[src/rtl/sram_macros.svh]
`ifndef SRAM_MACROS_SVH
`define SRAM_MACROS_SVH

// Width of the AXI data bus and of one array word
`define SRAM_DATA_BITS 32

// Number of byte lanes in one data word, one strobe bit per lane
`define SRAM_DATA_BYTES (`SRAM_DATA_BITS / 8)

// Width of the AXI address bus
`define SRAM_ADDR_BITS 32

// Byte address width of the array, 12 bits gives 4 KiB of storage
`define SRAM_ABITS 12

// Low address bits that select a byte inside a word
`define SRAM_WORD_LSB $clog2(`SRAM_DATA_BYTES)

// Word index width, which sets the array depth
`define SRAM_WADDR_BITS (`SRAM_ABITS - `SRAM_WORD_LSB)

`endif

[src/rtl/axi4_pkg.sv]
`include "sram_macros.svh"

package axi4_pkg;

  // Only the two responses this slave can give are listed
  typedef enum logic [1:0] {
    OKAY   = 2'b00,
    DECERR = 2'b11
  } axi4_resp_e;

  // Write address channel, single beat and no ID
  typedef struct packed {
    logic                       valid;
    logic [`SRAM_ADDR_BITS-1:0] addr;
  } axi4_aw_t;

  // Write data channel with one strobe bit per byte lane
  typedef struct packed {
    logic                        valid;
    logic [`SRAM_DATA_BITS-1:0]  data;
    logic [`SRAM_DATA_BYTES-1:0] strb;
  } axi4_w_t;

  // Read address channel
  typedef struct packed {
    logic                       valid;
    logic [`SRAM_ADDR_BITS-1:0] addr;
  } axi4_ar_t;

  // Everything the master drives toward the slave
  typedef struct packed {
    axi4_aw_t aw;
    axi4_w_t  w;
    axi4_ar_t ar;
    logic     bready;
    logic     rready;
  } axi4_m2s_t;

  // Everything the slave drives back toward the master
  typedef struct packed {
    logic                       awready;
    logic                       wready;
    logic                       arready;
    logic                       bvalid;
    axi4_resp_e                 bresp;
    logic                       rvalid;
    logic [`SRAM_DATA_BITS-1:0] rdata;
    axi4_resp_e                 rresp;
  } axi4_s2m_t;

endpackage

[src/rtl/sram_pkg.sv]
`include "sram_macros.svh"

package sram_pkg;

  // Operation handed down the pipeline
  // The DECERR kinds travel through the array stage without touching it
  typedef enum logic [2:0] {
    OP_NONE      = 3'd0,
    OP_READ      = 3'd1,
    OP_WRITE     = 3'd2,
    OP_DECERR_RD = 3'd3,
    OP_DECERR_WR = 3'd4
  } sram_op_e;

  // Request stage to storage stage, valid for one cycle when op is not OP_NONE
  typedef struct packed {
    sram_op_e                    op;
    logic [`SRAM_WADDR_BITS-1:0] addr;
    logic [`SRAM_DATA_BYTES-1:0] strb;
    logic [`SRAM_DATA_BITS-1:0]  wdata;
  } sram_req_t;

  // Storage stage to response stage, the op rides along with the read word
  typedef struct packed {
    sram_op_e                   op;
    logic [`SRAM_DATA_BITS-1:0] rdata;
  } sram_rsp_t;

endpackage

[src/rtl/axi4_resp_stage.sv]
`timescale 1ns/100ps
`include "sram_macros.svh"

module axi4_resp_stage (
  input  logic                       i_clk,
  input  logic                       i_rst_n,
  input  sram_pkg::sram_rsp_t        i_rsp,
  input  logic                       i_bready,
  input  logic                       i_rready,
  output logic                       o_bvalid,
  output logic                       o_rvalid,
  output axi4_pkg::axi4_resp_e       o_bresp,
  output axi4_pkg::axi4_resp_e       o_rresp,
  output logic [`SRAM_DATA_BITS-1:0] o_rdata,
  output logic                       o_done
);

  logic is_wr;
  logic is_rd;

  // Each op class maps onto exactly one response channel
  assign is_wr = (i_rsp.op == sram_pkg::OP_WRITE) || (i_rsp.op == sram_pkg::OP_DECERR_WR);
  assign is_rd = (i_rsp.op == sram_pkg::OP_READ) || (i_rsp.op == sram_pkg::OP_DECERR_RD);

  // Valid flags rise one edge after the array op and drop on the handshake
  always_ff @(posedge i_clk) begin
    if (!i_rst_n) begin
      o_bvalid <= 1'b0;
      o_rvalid <= 1'b0;
    end else begin
      if (o_bvalid && i_bready) begin
        o_bvalid <= 1'b0;
      end else if (is_wr) begin
        o_bvalid <= 1'b1;
      end
      if (o_rvalid && i_rready) begin
        o_rvalid <= 1'b0;
      end else if (is_rd) begin
        o_rvalid <= 1'b1;
      end
    end
  end

  // Payload loads only when an op arrives
  // Only one transfer is in flight, so it stays put while valid is held
  always_ff @(posedge i_clk) begin
    if (is_wr) begin
      o_bresp <= (i_rsp.op == sram_pkg::OP_WRITE) ? axi4_pkg::OKAY : axi4_pkg::DECERR;
    end
    if (is_rd) begin
      o_rresp <= (i_rsp.op == sram_pkg::OP_READ) ? axi4_pkg::OKAY : axi4_pkg::DECERR;
      o_rdata <= i_rsp.rdata;
    end
  end

  // High in the cycle the master takes the response, frees the request stage
  assign o_done = (o_bvalid && i_bready) || (o_rvalid && i_rready);

endmodule

[config.mk]
export PLATFORM = sky130hd
export DESIGN_NAME = axi4_resp_stage
export DESIGN_NICKNAME = d
export VERILOG_FILES = /design/src/rtl/axi4_pkg.sv /design/src/rtl/sram_pkg.sv /design/src/rtl/axi4_resp_stage.sv
export VERILOG_INCLUDE_DIRS = /design/src /design/src/rtl
export SDC_FILE = /design/constraint.sdc
export NUM_CORES = 1
export LEC_CHECK = 0
export ABC_AREA = 1
export BUFFER_PORTS_ARGS = -buffer_cell sky130_fd_sc_hd__buf_2
export CORE_AREA = 5 5 61 63
export DETAILED_ROUTE_END_ITERATION = 7
export DIE_AREA = 0 0 66 68
export GPL_TIMING_DRIVEN = 0
export PLACE_DENSITY = 0.71
export SLEW_MARGIN = 20
export SYNTH_ARGS = -nofsm -noshare
export SYNTH_HDL_FRONTEND = slang
export SYNTH_SLANG_ARGS = --single-unit
[constraint.sdc]
create_clock -name i_clk -period 2.4 [get_ports i_clk]
set_clock_uncertainty 0.1 [all_clocks]
set_input_delay 0.48 -clock i_clk [delete_from_list [all_inputs] [get_ports i_clk]]
set_output_delay 0.48 -clock i_clk [all_outputs]
set_load 0.03 [all_outputs]
### Word level (Yosys, flattened, before mapping)

Index checks and enable logic that the tools add are counted.

| cells by class | value |
|---|---|
| mux-type cells | 2 |
| eq/ne operators | 4 |
| bitwise gates (word level) | 1 |
| reductions and logical operators | 7 |

Operator list:

| operator | number |
|---|---|
| $eq A3 B2 Y1 const B | 2 |
| $mux W2 | 2 |
| $reduce_or A2 Y1 | 2 |
| $eq A3 B1 Y1 const B | 1 |
| $eq A3 B3 Y1 const B | 1 |
| $logic_or A1 B1 Y1 | 3 |
| $logic_and A1 B1 Y1 | 2 |
| $not A1 Y1 | 1 |

| storage, ports and cells | value |
|---|---|
| output and inout port bits | 39 |
| input port bits | 39 |
| register bits | 38 |

### Logic depth before layout (Yosys ltp)

| logic depth | value |
|---|---|
| word-level depth | 2 |
| depth in mapped cells | 5 |
| gate-level depth less buffers | 5 |

### Least setup slack after synthesis

No wires, ideal clock.

| timing path | value |
|---|---|
| path kind | input to register |
| start point | input i_rsp[32] in the netlist's numbering |
| end point | register o_rdata[0], enable pin |
| data arrival time | 1.419 ns |
| cell stages on the path | 2 |
| path slack | 0.483 ns |
| cells stage by stage | inv_2 nor2_2 |

| on the way | value |
|---|---|
| cells in the longest elaborated chain, start to end | 2 |

Ends and longest elaborated chain:

| element | RTL line | text |
|---|---|---|
| start, declared | axi4_resp_stage.sv:7 | `input sram_pkg::sram_rsp_t i_rsp,` |
| $eq A3 B1 Y1 / $eq A3 B2 Y1 (equally long branches) | axi4_resp_stage.sv:23 | `assign is_rd = (i_rsp.op == sram_pkg::OP_READ) \|\| (i_rsp.op == sram_pkg::OP_DECERR_RD);` |
| $logic_or A1 B1 Y1 * | axi4_resp_stage.sv:23 |  |
| named net is_rd | axi4_resp_stage.sv:19 | `logic is_rd;` |
| end signal, assigned | axi4_resp_stage.sv:52 | `o_rdata <= i_rsp.rdata;` |
| end, declared | axi4_resp_stage.sv:14 | `` output logic [`SRAM_DATA_BITS-1:0] o_rdata, `` |

Mark *: on every way through the listed nets, which the timed path passes. The rest lies on a longest branch.
A chain may end at the register's enable or synchronous reset.

==> impl_metrics.ini <==
[outcome]
status = finished, final reports clean

[synth]
async_reset_ff_share_pct = 0
ys_warn_count = 0
synth_edf_count = 34
synth_commonest_cells = edfxtp_1 (34), nand2_1 (8), inv_1 (3)
synthCells = 57
avgSynthCellArea_sq_um = 20.7
syn_nets = 96
synth_ff_type = edfxtp_1
yosysMostFrequentCell = edfxtp_1
syn-cell-area_sq_um = 1180
synth_seq_area_share_pct = 90.1
synth_top_area_cell = edfxtp_1
synth_cell_types = 11
yosys.area.top_type_share_pct = 86.7
synth-seq-cells = 36
synth.top_cells.by_area = edfxtp_1 (87%), dfxtp_1 (3.4%), nand2_1 (2.6%), nand3b_4 (1.7%), buf_4 (1.3%)

[detailed_routing]
post_drt_wl_per_cell_um = 12.1
drt_iter0_drc = 62
wirelength_um = 2280
drt-pass1-iter-count = 2
via_per_inst = 4.11
ant_nets = 0
num_vias = 776
route.detailed.drc = 0

[worst_setup_path]
reg2reg_depth = 4
endpoint_kind = primary output
cp_max_fo = 2
crit_required_ns = 1.82
path_depth = 2
cp_slowest_cell = edfxtp_1
path_buf_inv = 2
cp_top_family = flip-flops
criticalPathCategory = reg -> out
crit_arrival_ns = 1.06
slowest_delay_ns = 0.42
path_cells = buf_4, buf_2
startpoint_type = register

[cts]
clk_latency_ns = 0.32
htreeDepth = 2
clock-sinks = 36
postCtsSetupBuffers = 0
clockBufferDepth = 2
cts_tree = yes
hold_buffers = 0
cts.clk_slew.worst_paths_ns = 0.10
post_cts_resized = 0
numCtsBuffers = 5
cts-root-buf = clkbuf_4

[grt]
grt_max_degree = 31
overflow = 0
track_usage_pct = 9.96
grt_pass1_vias = 713
grt_pass1_wl_um = 3130
antenna_found_initial = 0

[cells_and_area]
n_antenna_cell = 0
stdcell_count = 189
drive_gt1_share_pct = 64.3
seqCellArea_sq_um = 1060
n_fill_cell = 262
area_delta_synth_final_pct = 44.1
fin_nets = 181
multi_input_area_sq_um = 91.3

[timing]
finalCriticalPeriod_ns = 1.64
fin_hold_ws_ns = 0.224
rsz0062_at_grt = false
post-route-period-util_pct = 68.3
final-hold-violation-count = 0
max_freq_mhz = 610
relSlewSlack_pct = 85.5
worst-slew-pin-transition_ns = 0.217
finalSetupTns_ns = 0
slew_violations = 0
finalSetupViolCount = 0

[pwr]
static-leakage-power_nw = 0.772
ir_drop_uv = 259
power_mw = 1.23
powerDensity_nw_per_um2 = 724

[die]
io_pins = 78
fp-row-count = 21
die_y_um = 68
core_area_sq_um = 3180
start_util_pct = 37.0
die_w_um = 66
die_area_sq_um = 4490

[placement]
gp_congestion = 0.660
place.port_buffers = 77
dp_cells = 181
dp_hpwl_um = 1800

[min_path]
hold_class = in -> reg
min_delay_path_depth = 1

[job]
cap_violations = 0
[cell usage in the layout, fill, tap and decap left out]
cell type  instances
buf_2             77
edfxtp_1          34
nand2_1            8
clkbuf_4           5
inv_1              3
nor2_1             2
buf_4              2
clkinv_2           2
dfxtp_1            2
inv_2              1
nor2_4             1
nand3b_4           1
nand3_1            1
a21boi_2           1
nor2_2             1
clkinv_1           1
buf_12             1
[report_power, final]
part | internal, mW | switching, mW
sequential | 0.733 | 0.0112
combinational | 0.0631 | 0.134
clock | 0.107 | 0.180
[cell families (layout without fill, tap and decap cells)]
group	count (synthesis)	after routing	share of synthesized area [%]
AOI/OAI and AO/OA	1	1	0.956
buffers and inverters	6	92	2.55
DFF	36	36	90.1
and+or+nand+nor	14	14	6.38
[per-stage QoR]
stage                     cell area (sq um)  util (%)  worst slack, ns
final                                  1700      53.4            0.760
after global routing                   1700      53.4            0.678
after CTS                              1700      53.4            0.732
after detailed placement               1650      51.8            0.908
after global placement                 1620      51.0           0.0646
after floorplan                        1180         -            0.483
[cell type report]
cell class	instances	share of cell area (%)
multi-input cells	15	5.38
well taps	46	3.39
flip-flops and latches	36	62.5
clock inverters	3	0.811
inverters	4	0.885
plain buffers	2	0.885
clock buffers	5	2.21
repair buffers	78	23.9
[per-layer routing]
metal | vias up | part of all wire [%] | GRT usage (%)
met5 | - | 0 | 0
met4 | 0 | 1.3 | 6.09
met3 | 4 | 16 | 5.75
met2 | 56 | 45 | 16.8
met1 | 341 | 38 | 9.38
li1 | 375 | - | -
[flip-flops by register name, summed over array words and instances, names as in the netlist]
| register | count |
|---|---|
| o_bresp | 1 |
| o_bvalid | 1 |
| o_rdata | 32 |
| o_rresp | 1 |
| o_rvalid | 1 |
[final timing paths]
kind | startpoint | endpoint | slack, ns
worst min register to register | o_rvalid | o_rvalid | 0.43
worst max register to register | o_bvalid | o_bvalid | 1.64
worst max-delay path | o_bresp[0] | o_bresp[1] | 0.76
worst min-delay path | i_rsp[7] | o_rdata[7] | 0.22
No activity file was read; power rests on OpenSTA's default activity.
