$ cat src/rtl/sram_macros.svh
`ifndef SRAM_MACROS_SVH
`define SRAM_MACROS_SVH

// Width of the AXI data bus and of one array word
`define SRAM_DATA_BITS 32

// Number of byte lanes in one data word, one strobe bit per lane
`define SRAM_DATA_BYTES (`SRAM_DATA_BITS / 8)

// Width of the AXI address bus
`define SRAM_ADDR_BITS 32

// Byte address width of the array, 12 bits gives 4 KiB of storage
`define SRAM_ABITS 12

// Low address bits that select a byte inside a word
`define SRAM_WORD_LSB $clog2(`SRAM_DATA_BYTES)

// Word index width, which sets the array depth
`define SRAM_WADDR_BITS (`SRAM_ABITS - `SRAM_WORD_LSB)

`endif

$ cat src/rtl/axi4_pkg.sv
`include "sram_macros.svh"

package axi4_pkg;

  // Only the two responses this slave can give are listed
  typedef enum logic [1:0] {
    OKAY   = 2'b00,
    DECERR = 2'b11
  } axi4_resp_e;

  // Write address channel, single beat and no ID
  typedef struct packed {
    logic                       valid;
    logic [`SRAM_ADDR_BITS-1:0] addr;
  } axi4_aw_t;

  // Write data channel with one strobe bit per byte lane
  typedef struct packed {
    logic                        valid;
    logic [`SRAM_DATA_BITS-1:0]  data;
    logic [`SRAM_DATA_BYTES-1:0] strb;
  } axi4_w_t;

  // Read address channel
  typedef struct packed {
    logic                       valid;
    logic [`SRAM_ADDR_BITS-1:0] addr;
  } axi4_ar_t;

  // Everything the master drives toward the slave
  typedef struct packed {
    axi4_aw_t aw;
    axi4_w_t  w;
    axi4_ar_t ar;
    logic     bready;
    logic     rready;
  } axi4_m2s_t;

  // Everything the slave drives back toward the master
  typedef struct packed {
    logic                       awready;
    logic                       wready;
    logic                       arready;
    logic                       bvalid;
    axi4_resp_e                 bresp;
    logic                       rvalid;
    logic [`SRAM_DATA_BITS-1:0] rdata;
    axi4_resp_e                 rresp;
  } axi4_s2m_t;

endpackage

$ cat src/rtl/sram_pkg.sv
`include "sram_macros.svh"

package sram_pkg;

  // Operation handed down the pipeline
  // The DECERR kinds travel through the array stage without touching it
  typedef enum logic [2:0] {
    OP_NONE      = 3'd0,
    OP_READ      = 3'd1,
    OP_WRITE     = 3'd2,
    OP_DECERR_RD = 3'd3,
    OP_DECERR_WR = 3'd4
  } sram_op_e;

  // Request stage to storage stage, valid for one cycle when op is not OP_NONE
  typedef struct packed {
    sram_op_e                    op;
    logic [`SRAM_WADDR_BITS-1:0] addr;
    logic [`SRAM_DATA_BYTES-1:0] strb;
    logic [`SRAM_DATA_BITS-1:0]  wdata;
  } sram_req_t;

  // Storage stage to response stage, the op rides along with the read word
  typedef struct packed {
    sram_op_e                   op;
    logic [`SRAM_DATA_BITS-1:0] rdata;
  } sram_rsp_t;

endpackage

$ cat src/rtl/axi4_req_stage.sv
`timescale 1ns/100ps
`include "sram_macros.svh"

module axi4_req_stage #(
  parameter logic [`SRAM_ADDR_BITS-1:0] XADDR = 32'h0000_8000,
  parameter logic [`SRAM_ADDR_BITS-1:0] XMASK = 32'h0000_0fff
) (
  input  logic                i_clk,
  input  logic                i_rst_n,
  input  axi4_pkg::axi4_m2s_t i_m2s,
  input  logic                i_done,
  output logic                o_awready,
  output logic                o_wready,
  output logic                o_arready,
  output sram_pkg::sram_req_t o_req
);

  // Busy covers the whole span from the handshake to the response handshake
  typedef enum logic {
    ST_IDLE,
    ST_BUSY
  } state_e;

  state_e                      state;
  logic                        wr_take;
  logic                        rd_take;
  sram_pkg::sram_op_e          req_op;
  logic [`SRAM_WADDR_BITS-1:0] req_addr;
  logic [`SRAM_DATA_BYTES-1:0] req_strb;
  logic [`SRAM_DATA_BITS-1:0]  req_wdata;

  // The masked address must match the window base exactly
  function automatic logic in_window(input logic [`SRAM_ADDR_BITS-1:0] addr);
    return (addr & ~XMASK) == XADDR;
  endfunction

  // Word index inside the array, byte offset bits dropped
  function automatic logic [`SRAM_WADDR_BITS-1:0] word_idx(
    input logic [`SRAM_ADDR_BITS-1:0] addr
  );
    return addr[`SRAM_WORD_LSB +: `SRAM_WADDR_BITS];
  endfunction

  // A write needs AW and W together, both are taken on the same edge
  assign wr_take   = (state == ST_IDLE) && i_m2s.aw.valid && i_m2s.w.valid;
  assign o_awready = wr_take;
  assign o_wready  = wr_take;

  // A read only goes when no write address is waiting, so writes win
  assign rd_take   = (state == ST_IDLE) && !i_m2s.aw.valid && i_m2s.ar.valid;
  assign o_arready = rd_take;

  // State and the one-cycle op strobe
  always_ff @(posedge i_clk) begin
    if (!i_rst_n) begin
      state  <= ST_IDLE;
      req_op <= sram_pkg::OP_NONE;
    end else begin
      // The op is a single-cycle pulse toward the array
      req_op <= sram_pkg::OP_NONE;
      if (wr_take) begin
        state  <= ST_BUSY;
        req_op <= in_window(i_m2s.aw.addr) ? sram_pkg::OP_WRITE
                                           : sram_pkg::OP_DECERR_WR;
      end else if (rd_take) begin
        state  <= ST_BUSY;
        req_op <= in_window(i_m2s.ar.addr) ? sram_pkg::OP_READ
                                           : sram_pkg::OP_DECERR_RD;
      end else if (i_done) begin
        // Response accepted by the master, next request may be taken
        state <= ST_IDLE;
      end
    end
  end

  // Address, strobes and data are only looked at while the op is live
  always_ff @(posedge i_clk) begin
    if (wr_take) begin
      req_addr  <= word_idx(i_m2s.aw.addr);
      req_strb  <= i_m2s.w.strb;
      req_wdata <= i_m2s.w.data;
    end else if (rd_take) begin
      req_addr <= word_idx(i_m2s.ar.addr);
      // No lanes enabled on a read
      req_strb <= '0;
    end
  end

  assign o_req = '{
    op:    req_op,
    addr:  req_addr,
    strb:  req_strb,
    wdata: req_wdata
  };

endmodule

$ cat config.mk
export PLATFORM = sky130hd
export DESIGN_NAME = axi4_req_stage
export DESIGN_NICKNAME = d
export VERILOG_FILES = /design/src/rtl/axi4_pkg.sv /design/src/rtl/sram_pkg.sv /design/src/rtl/axi4_req_stage.sv
export VERILOG_INCLUDE_DIRS = /design/src /design/src/rtl
export SDC_FILE = /design/constraint.sdc
export NUM_CORES = 1
export LEC_CHECK = 0
export ABC_AREA = 1
export BUFFER_PORTS_ARGS = -buffer_cell sky130_fd_sc_hd__buf_2
export CAP_MARGIN = 20
export CORE_MARGIN = 5
export CORE_UTILIZATION = 40
export DETAILED_ROUTE_END_ITERATION = 7
export GPL_TIMING_DRIVEN = 0
export PLACE_DENSITY = 0.84
export SLEW_MARGIN = 10
export SYNTH_ARGS = -nofsm -noshare
export SYNTH_HDL_FRONTEND = slang
export SYNTH_SLANG_ARGS = --single-unit
export TNS_END_PERCENT = 1
$ cat constraint.sdc
create_clock -name i_clk -period 3 [get_ports i_clk]
set_input_delay 0.3 -clock i_clk [delete_from_list [all_inputs] [get_ports i_clk]]
set_output_delay 0.3 -clock i_clk [all_outputs]
set_load 0.1 [all_outputs]
== Word-level counts from Yosys, hierarchy flattened ==
Index checks and enable logic that the tools add are counted.
Word-level totals
  word-level logic and storage cells: 26
  register bits after elaboration: 50
  input port bits: 108
Operators by class
  muxes and demuxes: 11
  reductions and logical operators: 7
  bitwise logic cells: 1
  eq/ne operators: 2
Operator list (count)
  $eq 20x4->1 const B: 2
  $mux 10: 2
  $mux 4: 2
  $mux 3: 2
  $logic_and 1x1->1: 4
  $mux 2: 2
  $mux 1: 3
  $reduce_bool 3->1: 1
  $reduce_bool 2->1: 1
  $logic_not 1->1: 1
  $not 1->1: 1

== Longest topological paths before layout ==
  depth in word-level cells: 5
  depth in mapped cells: 6

== Worst setup path after synthesis ==
No wires, ideal clock.
  path type: register to output
  from: reg state
  to: out o_wready
  data required time: 2.700 ns
  slack: 1.383 ns
  arrival time: 1.317 ns
  stages on the path, launching flop included: 6
  cell sequence: dfxtp_1 > inv_2 > nand3_4 > inv_2 > buf_6 > buf_4
On the way
  cells in the longest elaborated chain, start to end: 3
Ends and longest elaborated chain
  start, declared: RTL line axi4_req_stage.sv:24  | state_e state;
  start signal, assigned: RTL line axi4_req_stage.sv:56  | state <= ST_IDLE;
  start signal, assigned: RTL line axi4_req_stage.sv:62  | state <= ST_BUSY;
  start signal, assigned: RTL line axi4_req_stage.sv:66  | state <= ST_BUSY;
  $not 1->1: RTL line axi4_req_stage.sv:45  | assign wr_take = (state == ST_IDLE) && i_m2s.aw.valid && i_m2s.w.valid;
  $logic_and 1x1->1 (2 in series): RTL line axi4_req_stage.sv:45
  end, declared: RTL line axi4_req_stage.sv:13  | output logic o_wready,
No other way between the ends.

== Worst setup path in the final report ==
Same ends and word-level chain as after synthesis.

==> flow_summary.yaml <==
sta:
  slew_viol_final: 0
  setup_viol: 0
  hold_viol_final: 0
  slew_headroom: 0.595
  period_minus_slack_ps: 2160
  finalCritPeriodShare: 0.720
  finalSetupTns_ps: 0
  skew_ps: 2.72
  worstMarginPinSlew_ps: 606
  rsz0062_at_grt: "false"
  fmax_mhz: 463
route:
  vias: 1598
  drc: 0
  drtIter0Drc: 61
  drt_pass1_iterations: 4
  wl_per_cell_um: 14.3
  ant_nets: 0
  routed_via_density: 4.45
  routed_wirelength_um: 5130
final_layout:
  num-nets-final: 414
  drive_gt1_frac: 0.547
  diodes: 0
  area_growth_pct: 50.2
floorplan:
  die_h_um: 78.4
  die_w_um: 78.4
  rows: 24
  initial_core_util: 0.421
  core_um2: 4440
  die_area_um2: 6150
  ioPinCount: 160
worst_setup_path:
  endpoint_kind: "output pin"
  crit_fanout: 43
  cpMostUsedCell: "inv_2"
  slowest_stage: "buf_2"
  required_ps: 2700
  critPathMaxStageDelay_ps: 410
  crit_type: "flop to output pin"
  cp.arrival_ps: 1860
  worstSetupStartpoint: "state$_SDFFE_PN0P_"
  start_kind: "flop"
  timing.rr.start: "state$_SDFFE_PN0P_"
  crit_chain: "inv_2 > nand3_4 > inv_2 > buf_6 > buf_4 > buf_2"
cts:
  hold_buffers: 0
  cts-root-buf: "clkbuf_8"
  cts_tree: "built"
  cts.clk_slew.worst_paths_ps: 90
  cts.sinks: 50
  cts_setup_buffers: 0
  cts_buffer_depth: 2
  clk_latency_ps: 290
  cts_buffers: 5
  cts_resized: 0
  h-tree-depth: 2
global_routing:
  grt_pass1_vias: 1600
  antenna_found_initial: 0
  grt_pass1_wl_um: 7450
  grt_overflow: 0
  grt_max_degree: 44
  track_usage: 0.159
power_and_ir_drop:
  powerDensity_nw_per_um2: 610
  irDropWorstVdd_uv: 235
  leakage_uw: 0.00139
  p_total_uw: 1720
synthesis:
  syn_area_um2: 1870
  synth_cell_types: 18
  ys_ff_latch: 50
  avgSynthCellArea_um2: 12.8
  yosys_warnings: 0
  netlist_instances: 146
  synth_seq_area_share: 0.780
  syn_nets: 254
placed_design:
  gp_congestion: 0.785
  place_hpwl_um: 4240
  portBuffers: 153
flow_run:
  drv_cap: 0
hold_path:
  hold_class: "input port to flop"
  min_from: "i_m2s[44]"
run_status:
  outcome: "finished, final reports clean"
per-layer routing:
metal,GRT usage,wire length (µm),vias up
li1,-,-,799
met1,0.170,1930,702
met2,0.295,2640,91
met3,0.0538,537,6
met4,0.0524,30,0
met5,0,0,-
worst paths after layout:
check	endpoint	depth (start not counted)	slack, ps
max	o_wready	6	840
max reg2reg	req_addr[4]$_DFFE_PP_	3	1620
min reg2reg	req_op[0]$_SDFF_PP0_	3	570
min	req_wdata[5]$_DFFE_PP_	1	180
report_power, final:
group / internal, µW / switching, µW
Sequential: 808 / 8.59
Combinational: 86.6 / 353
Clock: 249 / 210
cells in the mapped netlist:
cell / number / area (µm²)
o21ai_1: 1 / 5.00
dfxtp_1: 4 / 80.1
buf_6: 1 / 11.3
nand3_2: 1 / 10.0
inv_1: 10 / 37.5
nor3_2: 1 / 10.0
or2_0: 1 / 6.26
edfxtp_1: 46 / 1380
buf_2: 1 / 5.00
inv_2: 2 / 7.51
nand3_4: 1 / 17.5
nand4_1: 1 / 6.26
nand3_1: 3 / 15.0
and2_0: 1 / 6.26
nor2_1: 28 / 105
nand2_1: 42 / 158
clkinv_1: 1 / 3.75
buf_4: 1 / 7.51
cell usage in the layout (no fill, tap or decap), types with 2 or more instances in the layout:
master	synthesis	layout
nor2_1	28	28
clkbuf_8	0	5
inv_2	2	2
nand3_1	3	3
nand2_1	42	42
inv_1	10	10
edfxtp_1	46	46
buf_2	1	154
dfxtp_1	4	4
worst max-delay path: cells and delay by family (launching register included):
family	cells	cell delay [ps]
flip-flops	1	320
buffers and inverters	5	1100
AND/OR/NAND/NOR	1	120
logic make-up after synthesis:
logic type | Yosys count | share of synthesized area
AO/OA/AOI/OAI | 1 | 0.00267
AND/OR/NAND/NOR | 79 | 0.178
flip-flops | 50 | 0.780
buffers and inverters | 16 | 0.0387
area by class of cell:
class / count / area [µm²]
clock buffer: 6 / 72.6
inverter: 13 / 48.8
timing repair buffer: 153 / 766
buffer: 3 / 23.8
tap: 52 / 65.1
clock inverter: 2 / 37.5
multi-input combinational: 80 / 339
sequential: 50 / 1460
fill: 367 / 1630
stage by stage:
step | area, µm² | hold WS, ps | util | cells | worst slack [ps]
after floorplan | 1870 | 399 | - | 146 | 1380
after detailed placement | 2700 | 478 | 0.608 | 351 | 1110
after global placement | 2700 | 477 | 0.608 | 351 | 1120
after global routing | 2810 | 152 | 0.633 | 359 | 744
final | 2810 | 175 | 0.633 | 359 | 839
after CTS | 2810 | 165 | 0.633 | 359 | 819
state kept, by name, summed over array words and instances (netlist names):
name / count
req_wdata: 32
req_op: 3
state: 1
req_addr: 10
req_strb: 4
Note: power is estimated with default switching activity, not from simulation.
